### src/hdl/codec_pkg.sv
package codec_pkg;

	// code geometry, check bits low and data bits high
	localparam int data_w = 7;
	localparam int chk_w = 4;
	localparam int cw_w = data_w + chk_w;
	localparam int data_lsb = chk_w; // first data position in the codeword
	localparam int cnt_w = 8;

	typedef logic [data_w-1:0] data_t;
	typedef logic [cw_w-1:0] codeword_t;
	typedef logic [chk_w-1:0] syndrome_t;
	typedef logic [chk_w-1:0] col_t;
	typedef logic [cnt_w-1:0] count_t;

	// one column of the check matrix per codeword position
	// data columns are distinct and of weight two or more, so every single error has its own syndrome
	localparam col_t h_cols [cw_w] = '{
		4'b0001, // position 0, check bit 0
		4'b0010, // position 1, check bit 1
		4'b0100, // position 2, check bit 2
		4'b1000, // position 3, check bit 3
		4'b0011, // data bit 0
		4'b0101,
		4'b0110,
		4'b0111,
		4'b1001,
		4'b1010,
		4'b1011  // data bit 6
	};

	typedef struct packed {
		count_t words;
		count_t corrected;
		count_t uncorrectable;
	} frame_stats_t;

	typedef struct packed {
		logic corrected;
		logic uncorrectable;
	} dec_flags_t;

	// xor of the columns of all set bits, which is the parity of each check row
	function automatic syndrome_t syndrome_of(codeword_t cw);
		syndrome_t s;
		s = '0;
		for (int p = 0; p < cw_w; p++)
		begin
			if (cw[p])
				s = s ^ h_cols[p];
		end
		return s;
	endfunction

endpackage

### src/hdl/hamming_encoder.sv
`timescale 1ns/1ps

module hamming_encoder (
	input  logic               clk,
	input  logic               rst,
	input  logic               tx_valid,
	input  codec_pkg::data_t   tx_data,
	output logic               cw_valid,
	output codec_pkg::codeword_t cw_out
);

	codec_pkg::codeword_t data_only;
	codec_pkg::syndrome_t check;
	codec_pkg::codeword_t cw_next;

	// with the check bits at zero the syndrome of the word is exactly the check bits it needs
	assign data_only = {tx_data, codec_pkg::syndrome_t'(0)};
	assign check = codec_pkg::syndrome_of(data_only);
	assign cw_next = {tx_data, check};

	always_ff @(posedge clk)
	begin
		if (rst)
		begin
			cw_valid <= 1'b0;
		end
		else
		begin
			cw_valid <= tx_valid; // one cycle latency, strobe for strobe
		end
	end

	// codeword holds its value between strobes
	always_ff @(posedge clk)
	begin
		if (tx_valid)
		begin
			cw_out <= cw_next;
		end
	end

endmodule

### src/hdl/syndrome_decoder.sv
`timescale 1ns/1ps

module syndrome_decoder (
	input  logic                 clk,
	input  logic                 rst,
	input  logic                 rx_valid,
	input  codec_pkg::codeword_t rx_cw,
	output logic                 out_valid,
	output codec_pkg::data_t     data_out,
	output codec_pkg::dec_flags_t flags
);

	// stage 1 registers
	logic                 s1_valid;
	codec_pkg::syndrome_t s1_syn;
	codec_pkg::codeword_t s1_cw;

	// stage 2 combinational correction
	logic                 hit;
	logic                 syn_nonzero;
	codec_pkg::codeword_t flip;
	codec_pkg::codeword_t fixed_cw;
	codec_pkg::dec_flags_t flags_next;

	always_ff @(posedge clk)
	begin
		if (rst)
		begin
			s1_valid <= 1'b0;
		end
		else
		begin
			s1_valid <= rx_valid;
		end
	end

	always_ff @(posedge clk)
	begin
		if (rx_valid)
		begin
			s1_syn <= codec_pkg::syndrome_of(rx_cw);
			s1_cw <= rx_cw;
		end
	end

	// look the syndrome up in the column table
	// zero is not a column, so a clean word never gets a flip
	always_comb
	begin
		hit = 1'b0;
		flip = '0;
		for (int p = 0; p < codec_pkg::cw_w; p++)
		begin
			if (s1_syn == codec_pkg::h_cols[p])
			begin
				hit = 1'b1;
				flip[p] = 1'b1;
			end
		end
	end

	assign syn_nonzero = (s1_syn != '0);
	assign fixed_cw = s1_cw ^ flip; // at most one bit changes

	always_comb
	begin
		flags_next.corrected = syn_nonzero && hit;
		flags_next.uncorrectable = syn_nonzero && !hit; // word passes through untouched
	end

	always_ff @(posedge clk)
	begin
		if (rst)
		begin
			out_valid <= 1'b0;
		end
		else
		begin
			out_valid <= s1_valid;
		end
	end

	always_ff @(posedge clk)
	begin
		if (s1_valid)
		begin
			data_out <= fixed_cw[codec_pkg::cw_w-1:codec_pkg::data_lsb];
			flags <= flags_next;
		end
	end

endmodule

### src/hdl/frame_ctrl.sv
`timescale 1ns/1ps

module frame_ctrl #(
	parameter int FRAME_WORDS = 8
) (
	input  logic clk,
	input  logic rst,
	input  logic word_valid,
	output logic last_word,
	output logic frame_done
);

	typedef enum logic [1:0] {
		idle,
		in_frame,
		report
	} state_t;

	localparam codec_pkg::count_t last_pos = codec_pkg::count_t'(FRAME_WORDS - 1);

	state_t            state;
	state_t            state_next;
	codec_pkg::count_t pos;      // index of the next word within the frame
	codec_pkg::count_t pos_next;

	// marks the word that closes the frame in the same cycle it is seen
	assign last_word = word_valid && (pos == last_pos);

	always_comb
	begin
		state_next = state;
		pos_next = pos;
		case (state)
			idle, in_frame, report:
			begin
				if (word_valid)
				begin
					if (last_word)
					begin
						state_next = report;
						pos_next = '0;
					end
					else
					begin
						state_next = in_frame;
						pos_next = pos + 1'b1;
					end
				end
				else if (state == report)
				begin
					state_next = idle; // report lasts one cycle
				end
			end
			default:
			begin
				state_next = idle;
				pos_next = '0;
			end
		endcase
	end

	always_ff @(posedge clk)
	begin
		if (rst)
		begin
			state <= idle;
			pos <= '0;
			frame_done <= 1'b0;
		end
		else
		begin
			state <= state_next;
			pos <= pos_next;
			frame_done <= (state_next == report);
		end
	end

endmodule

### src/hdl/error_counter.sv
`timescale 1ns/1ps

module error_counter #(
	parameter int FRAME_WORDS = 8
) (
	input  logic                  clk,
	input  logic                  rst,
	input  logic                  word_valid,
	input  codec_pkg::dec_flags_t flags,
	input  logic                  last_word,
	output codec_pkg::frame_stats_t stats
);

	localparam codec_pkg::count_t max_words = codec_pkg::count_t'(FRAME_WORDS);

	codec_pkg::frame_stats_t acc;   // running counts of the open frame
	codec_pkg::frame_stats_t total; // counts including the current word
	logic                    at_max;

	// the word count never runs past a full frame
	assign at_max = (acc.words >= max_words);

	always_comb
	begin
		total = acc;
		if (word_valid)
		begin
			if (!at_max)
				total.words = acc.words + 1'b1;
			total.corrected = acc.corrected + codec_pkg::count_t'(flags.corrected);
			total.uncorrectable = acc.uncorrectable + codec_pkg::count_t'(flags.uncorrectable);
		end
	end

	always_ff @(posedge clk)
	begin
		if (rst)
		begin
			acc <= '0;
			stats <= '0;
		end
		else if (word_valid && last_word)
		begin
			stats <= total; // visible on the frame_done cycle
			acc <= '0;
		end
		else
		begin
			acc <= total;
		end
	end

endmodule

### src/hdl/hamming_link.sv
`timescale 1ns/1ps

module hamming_link #(
	parameter int FRAME_WORDS = 8
) (
	input  logic                    clk,
	input  logic                    rst,
	input  logic                    tx_valid,
	input  codec_pkg::data_t        tx_data,
	output logic                    cw_valid,
	output codec_pkg::codeword_t    cw_out,
	input  logic                    rx_valid,
	input  codec_pkg::codeword_t    rx_cw,
	output logic                    out_valid,
	output codec_pkg::data_t        data_out,
	output codec_pkg::dec_flags_t   flags,
	output logic                    frame_done,
	output codec_pkg::frame_stats_t stats
);

	logic last_word;

	hamming_encoder u_encoder (
		.clk      (clk),
		.rst      (rst),
		.tx_valid (tx_valid),
		.tx_data  (tx_data),
		.cw_valid (cw_valid),
		.cw_out   (cw_out)
	);

	syndrome_decoder u_decoder (
		.clk       (clk),
		.rst       (rst),
		.rx_valid  (rx_valid),
		.rx_cw     (rx_cw),
		.out_valid (out_valid),
		.data_out  (data_out),
		.flags     (flags)
	);

	// both frame blocks watch the decoder output
	frame_ctrl #(
		.FRAME_WORDS (FRAME_WORDS)
	) u_frame_ctrl (
		.clk        (clk),
		.rst        (rst),
		.word_valid (out_valid),
		.last_word  (last_word),
		.frame_done (frame_done)
	);

	error_counter #(
		.FRAME_WORDS (FRAME_WORDS)
	) u_error_counter (
		.clk        (clk),
		.rst        (rst),
		.word_valid (out_valid),
		.flags      (flags),
		.last_word  (last_word),
		.stats      (stats)
	);

endmodule

### config.mk
export PLATFORM = sky130hd
export DESIGN_NAME = hamming_link
export DESIGN_NICKNAME = d
export VERILOG_FILES = /design/src/hdl/codec_pkg.sv /design/src/hdl/hamming_encoder.sv /design/src/hdl/syndrome_decoder.sv /design/src/hdl/frame_ctrl.sv /design/src/hdl/error_counter.sv /design/src/hdl/hamming_link.sv
export SDC_FILE = /design/constraint.sdc
export NUM_CORES = 1
export LEC_CHECK = 0
export BUFFER_PORTS_ARGS = -buffer_cell sky130_fd_sc_hd__buf_2
export CAP_MARGIN = 20
export CORE_ASPECT_RATIO = 0.7
export CORE_MARGIN = 2
export CORE_UTILIZATION = 55
export DETAILED_ROUTE_END_ITERATION = 16
export GPL_TIMING_DRIVEN = 1
export HOLD_SLACK_MARGIN = 0.15
export PLACE_DENSITY = 0.89
export SLEW_MARGIN = 20
export SYNTH_ARGS = -nofsm -noshare
export SYNTH_HDL_FRONTEND = slang
export SYNTH_HIERARCHICAL = 1
export SYNTH_SLANG_ARGS = --single-unit
### constraint.sdc
create_clock -name clk -period 2.9 [get_ports clk]
set_input_delay 0.29 -clock clk [delete_from_list [all_inputs] [get_ports clk]]
set_output_delay 0.29 -clock clk [all_outputs]
set_load 0.005 [all_outputs]
=== Word-level counts from Yosys, hierarchy flattened ===
Index checks and enable logic that the tools add are counted.

* Add/subtract/negate cells: 4
* Bitwise operators: 18
* Multiplexer cells: 56
* Magnitude comparators: 1
* Eq/ne operators: 15
* Reductions and logical operators: 10

{| class="wikitable"
|+ Operators with widths
! kind !! count
|-
| $mux W4 || 17
|-
| $mux W24 || 1
|-
| $mux W1 || 22
|-
| $mux W3 || 7
|-
| $not A2 Y2 || 9
|-
| $add A8 B1 Y8 || 2
|-
| $add A8 B1 Y8 const B || 2
|-
| $eq A4 B3 Y1 const B || 4
|-
| $eq A4 B4 Y1 const B || 4
|-
| $mux W8 || 2
|-
| $mux W2 || 7
|-
| $not A3 Y3 || 4
|-
| $xor A11 B11 Y11 || 1
|-
| $eq A4 B2 Y1 const B || 2
|-
| $eq A8 B3 Y1 const B || 1
|-
| $ge A8 B4 Y1 const B || 1
|-
| $eq A2 B2 Y1 const B || 2
|-
| $eq A4 B1 Y1 const B || 1
|-
| $logic_and A1 B1 Y1 || 4
|-
| $not A1 Y1 || 4
|-
| $reduce_bool A4 Y1 || 1
|-
| $reduce_or A2 Y1 || 2
|-
| $reduce_or A3 Y1 || 1
|-
| $eq A2 B1 Y1 const B || 1
|-
| other kinds (2) || 2
|}

* Register bits after elaboration: 97
* Input port bits: 22
* Logic and storage cells: 122
* Output and inout port bits: 47

=== Depth between registers and ports, before layout ===
* Depth after elaboration: 31
* Gate-level depth with buffers: 9
* Depth with buffers taken out: 6

=== By module ===
The synthesis kept the hierarchy.

{| class="wikitable"
|+ By module, submodules not included
! module !! cells each !! seq. area each (µm²) !! area an instance (µm²) !! times used
|-
| error_counter || 204 || 960.9 || 1910.6 || 1
|-
| syndrome_decoder || 52 || 640.6 || 949.7 || 1
|-
| frame_ctrl || 50 || 220.2 || 478.0 || 1
|-
| hamming_encoder || 21 || 350.3 || 454.2 || 1
|}

=== Worst setup path before layout ===
Ideal clock, no wire load.

* Path type: register to register
* Start point: register u_frame_ctrl.pos[7]
* End point: register, netlist name u_error_counter/stats[16]
* Period minus slack after synthesis: 2187 ps
* Library setup time: 79 ps
* Buffers on the path: 3
* Stages on the path, launching flop included: 9
* Data required time: 2821 ps
* Data arrival time: 2108 ps
* Path slack: 713 ps
* Path through: dfxtp_1 or4_4 nor3_2 buf_2 and3b_1 clkbuf_1 clkbuf_1 nand4_1 o211ai_1

* Cells in the longest elaborated chain, start to end: 3

{| class="wikitable"
|+ RTL lines
! item !! RTL line !! source
|-
| start: declaration || frame_ctrl.sv:23 || <nowiki>codec_pkg::count_t pos;</nowiki>
|-
| start signal: assignment || frame_ctrl.sv:73 || <nowiki>pos <= pos_next;</nowiki>
|-
| $eq A8 B3 Y1 || frame_ctrl.sv:27 || <nowiki>assign last_word = word_valid && (pos == last_pos);</nowiki>
|-
| $logic_and A1 B1 Y1 || frame_ctrl.sv:27 ||
|-
| named net last_word || hamming_link.sv:21 || <nowiki>logic last_word;</nowiki>
|-
| $logic_and A1 B1 Y1 || error_counter.sv:42 || <nowiki>else if (word_valid && last_word)</nowiki>
|}

The timed path passes the listed nets, and every way through them passes these cells.
A chain may end at the register's enable or synchronous reset.

=== Final worst setup path ===
* Start point: register u_frame_ctrl.pos[3]
* End point: register, netlist name u_error_counter/stats[6]

* Cells in the longest elaborated chain, start to end: 3

{| class="wikitable"
|+ RTL lines
! item !! RTL line
|-
| $eq A8 B3 Y1 || frame_ctrl.sv:27
|-
| $logic_and A1 B1 Y1 || frame_ctrl.sv:27
|-
| named net last_word || hamming_link.sv:21
|-
| $logic_and A1 B1 Y1 || error_counter.sv:42
|}

The timed path passes the listed nets, and every way through them passes these cells.

==> run summary <==
Tcrit/Tclk final: 82.0%
Die Y: 73.5 um
io pins: 69
Initial Utilization: 56.4%
ANT nets after route: 0
Core ar.: 0.00673 sq mm
top achievable clock speed: 421 MHz
final hold vios: 0
Avg Inst Size Synth: 11.6 sq um
total CTS buffers: 9
status: finished, final reports clean
largest net degree at the start of global routing: 34
first-pass GRT wire length: 12.6 mm
Worst Tran Pin Value: 928 ps
Post-CTS Resized: 0
simple-gate area share of the yosys netlist: 17.6%
setup TNS: 0 ps
Crit Path Class: reg -> reg
final slew viol count: 0
Peak VDD IR: 0.335 mV
antenna violations before repair: 0
Worst Setup End Kind: flop
critical path required time: 3200 ps
Post-synth EDFFs: 31
GPL Wtd Cong: 0.818
share of layout cells above drive strength 1: 24.3%
Final Critical Period: 2380 ps
drt drc: 0
H-tree depth: 3
Post-synth ARST share: 0%
CTS Sinks: 93
vias per cell: 5.51
clock-pin slew on the worst setup and hold paths: 90 ps
Die W: 103 um
worst relative slew slack: 37.5%
Startpoint Class: flop
Root Driver: clkbuf_8
Post-synth top cells: dfxtp_1, edfxtp_1, nand2_1
drt first pass iters: 4
Synthesis Warnings: 6
clk_skew: 14.9 ps
maxcap violations: 0
DRT iter0 DRCs: 120
Area Growth Syn to Fin: 21.1%
Total Die Area: 0.00759 sq mm
RSZ-0062 raised after global routing: false
synthesized netlist net count: 356
Synth Area in Compound Gates: 9.90%
fillers: 479
Area contributors post-synth: dfxtp_1, edfxtp_1, xor2_1
share of the synthesized area in the top cell type: 32.7%
CP Max Fanout: 13
Synth Instances: 327
top cell type by total area after synthesis: dfxtp_1
vias in the first global route: 2,676
sequential fraction of the synthesis area: 57.3%
Post-Synth Adder-Cell Area: 2.31%
power per standard cell area: 575 mW/mm^2
CTS tree: built
Total GRT Usage: 21.8%
Row Count: 25
Yosys reg bits: 93
clock latency on the worst-skew pair: 350 ps
total grt overflow: 0
main combinational cell family by area after synthesis: simple AND/OR/NAND/NOR gates
clock buffer depth: 2
leakage dissipation: 0.00183 uW
Post-synth top flop: dfxtp_1
via count: 2,804
Post-Syn Area: 0.00379 sq mm
DPL Wire Length: 5.12 mm
final setup fails: 0
number of library cell types mapped by synthesis: 41
Data arrival, critical path: 2680 ps
Worst Hold Class: in -> reg
DR WL/cell: 15.3 um
Detailed Route WL: 7.80 mm
xor/xnor share of the synthesized area: 10.4%
number of diodes: 0
top-count cell post-synth: dfxtp_1
NumNets Final: 439
IO Port Bufs: 68
Final Util: 68.3%
multiplexer area fraction after synthesis: 1.06%
-- metal layers --
layer	track usage (%)	up-vias	share of wire, %
met5	0	-	0
met4	6.58	0	1.3
met3	7.33	9	5.0
met2	35.9	76	50
met1	27.4	1348	44
li1	-	1371	-
-- layout make-up --
class / count / area (sq um) / share of cell area, %
sequential: 93 / 2170 / 47.3
multi-input combinational: 220 / 1570 / 34.1
timing repair buffer: 84 / 490 / 10.7
tap: 94 / 118 / 2.56
clock inverter: 6 / 90.1 / 1.96
clock buffer: 10 / 149 / 3.24
inverter: 2 / 7.51 / 0.163
-- critical path, stage by stage (launching register included) --
cell      delay (ps)
dfxtp_1          370
or4_4            540
nor3_2           120
buf_4            190
nand3b_1         370
or4_1            640
nand3_1          110
-- layout by cell type, fill, tap and decap left out, types with 5 or more instances in the layout --
cell type,count
a21oi_1,15
a22o_1,7
and4bb_2,5
buf_2,68
clkbuf_8,9
dfxtp_1,62
dlygate4sd3_1,12
edfxtp_1,31
ha_1,7
nand2_1,21
nand3_1,15
nand3b_1,5
nand4_1,11
nor2_1,18
o211ai_1,8
o21ai_0,16
or3_1,10
or4_1,8
xnor2_1,12
xor2_1,20
-- final timing paths --
kind	start	end	slack (ps)	depth (start not counted)
worst max-delay path	u_frame_ctrl/pos[3]	u_error_counter/stats[6]	520	6
worst min-delay path	rx_cw[6]	u_decoder/s1_cw[6]	180	1
worst max register to register	u_frame_ctrl/pos[3]	u_error_counter/stats[6]	520	6
worst min register to register	u_error_counter/stats[12]	u_error_counter/stats[12]	460	2
-- where the power goes --
| group | total [uW] | switching, uW | internal [uW] |
|---|---|---|---|
| combinational | 201 | 93.0 | 108 |
| sequential | 1450 | 40.2 | 1410 |
| clock | 989 | 448 | 541 |
-- timing repair --
item                       4_1_cts  5_1_grt
setup endpoints to repair        0        0
hold endpoints to repair        12        0
hold buffers                    12        0
buffers inserted                 0        0
-- metrics by stage --
| stage | hold WS, ps | cells | total power [uW] | setup slack [ps] | cell area [sq um] |
|---|---|---|---|---|---|
| after floorplan | 362 | 327 | 1580 | 713 | 3790 |
| after global routing | 155 | 509 | 2750 | 412 | 4590 |
| after global placement | 435 | 481 | 1660 | 638 | 4230 |
| after detailed placement | 441 | 481 | 1670 | 542 | 4230 |
| final | 179 | 509 | 2640 | 523 | 4590 |
| after CTS | 160 | 509 | 2660 | 532 | 4590 |
-- kinds of logic (layout without fill, tap and decap cells) --
family | count (synthesis) | count (layout)
XOR/XNOR | 37 | 37
buffers and inverters | 14 | 102
flip-flops | 93 | 93
AO/OA/AOI/OAI | 58 | 58
adder cells (fa/ha/maj) | 7 | 7
multiplexers | 4 | 4
AND/OR/NAND/NOR | 114 | 114
-- sequential cells by signal, indices dropped and copies added, names as in the netlist --
signal and count:
u_decoder/flags 2, u_decoder/s1_valid 1, u_frame_ctrl/pos 8, u_decoder/data_out 7
u_decoder/out_valid 1, u_encoder/cw_out 11, u_decoder/s1_cw 7, u_frame_ctrl/frame_done 1
u_frame_ctrl/state 2, u_decoder/s1_syn 4, u_encoder/cw_valid 1, u_error_counter/stats 24
u_error_counter/acc 24
Power figures use the tool's default switching activity.
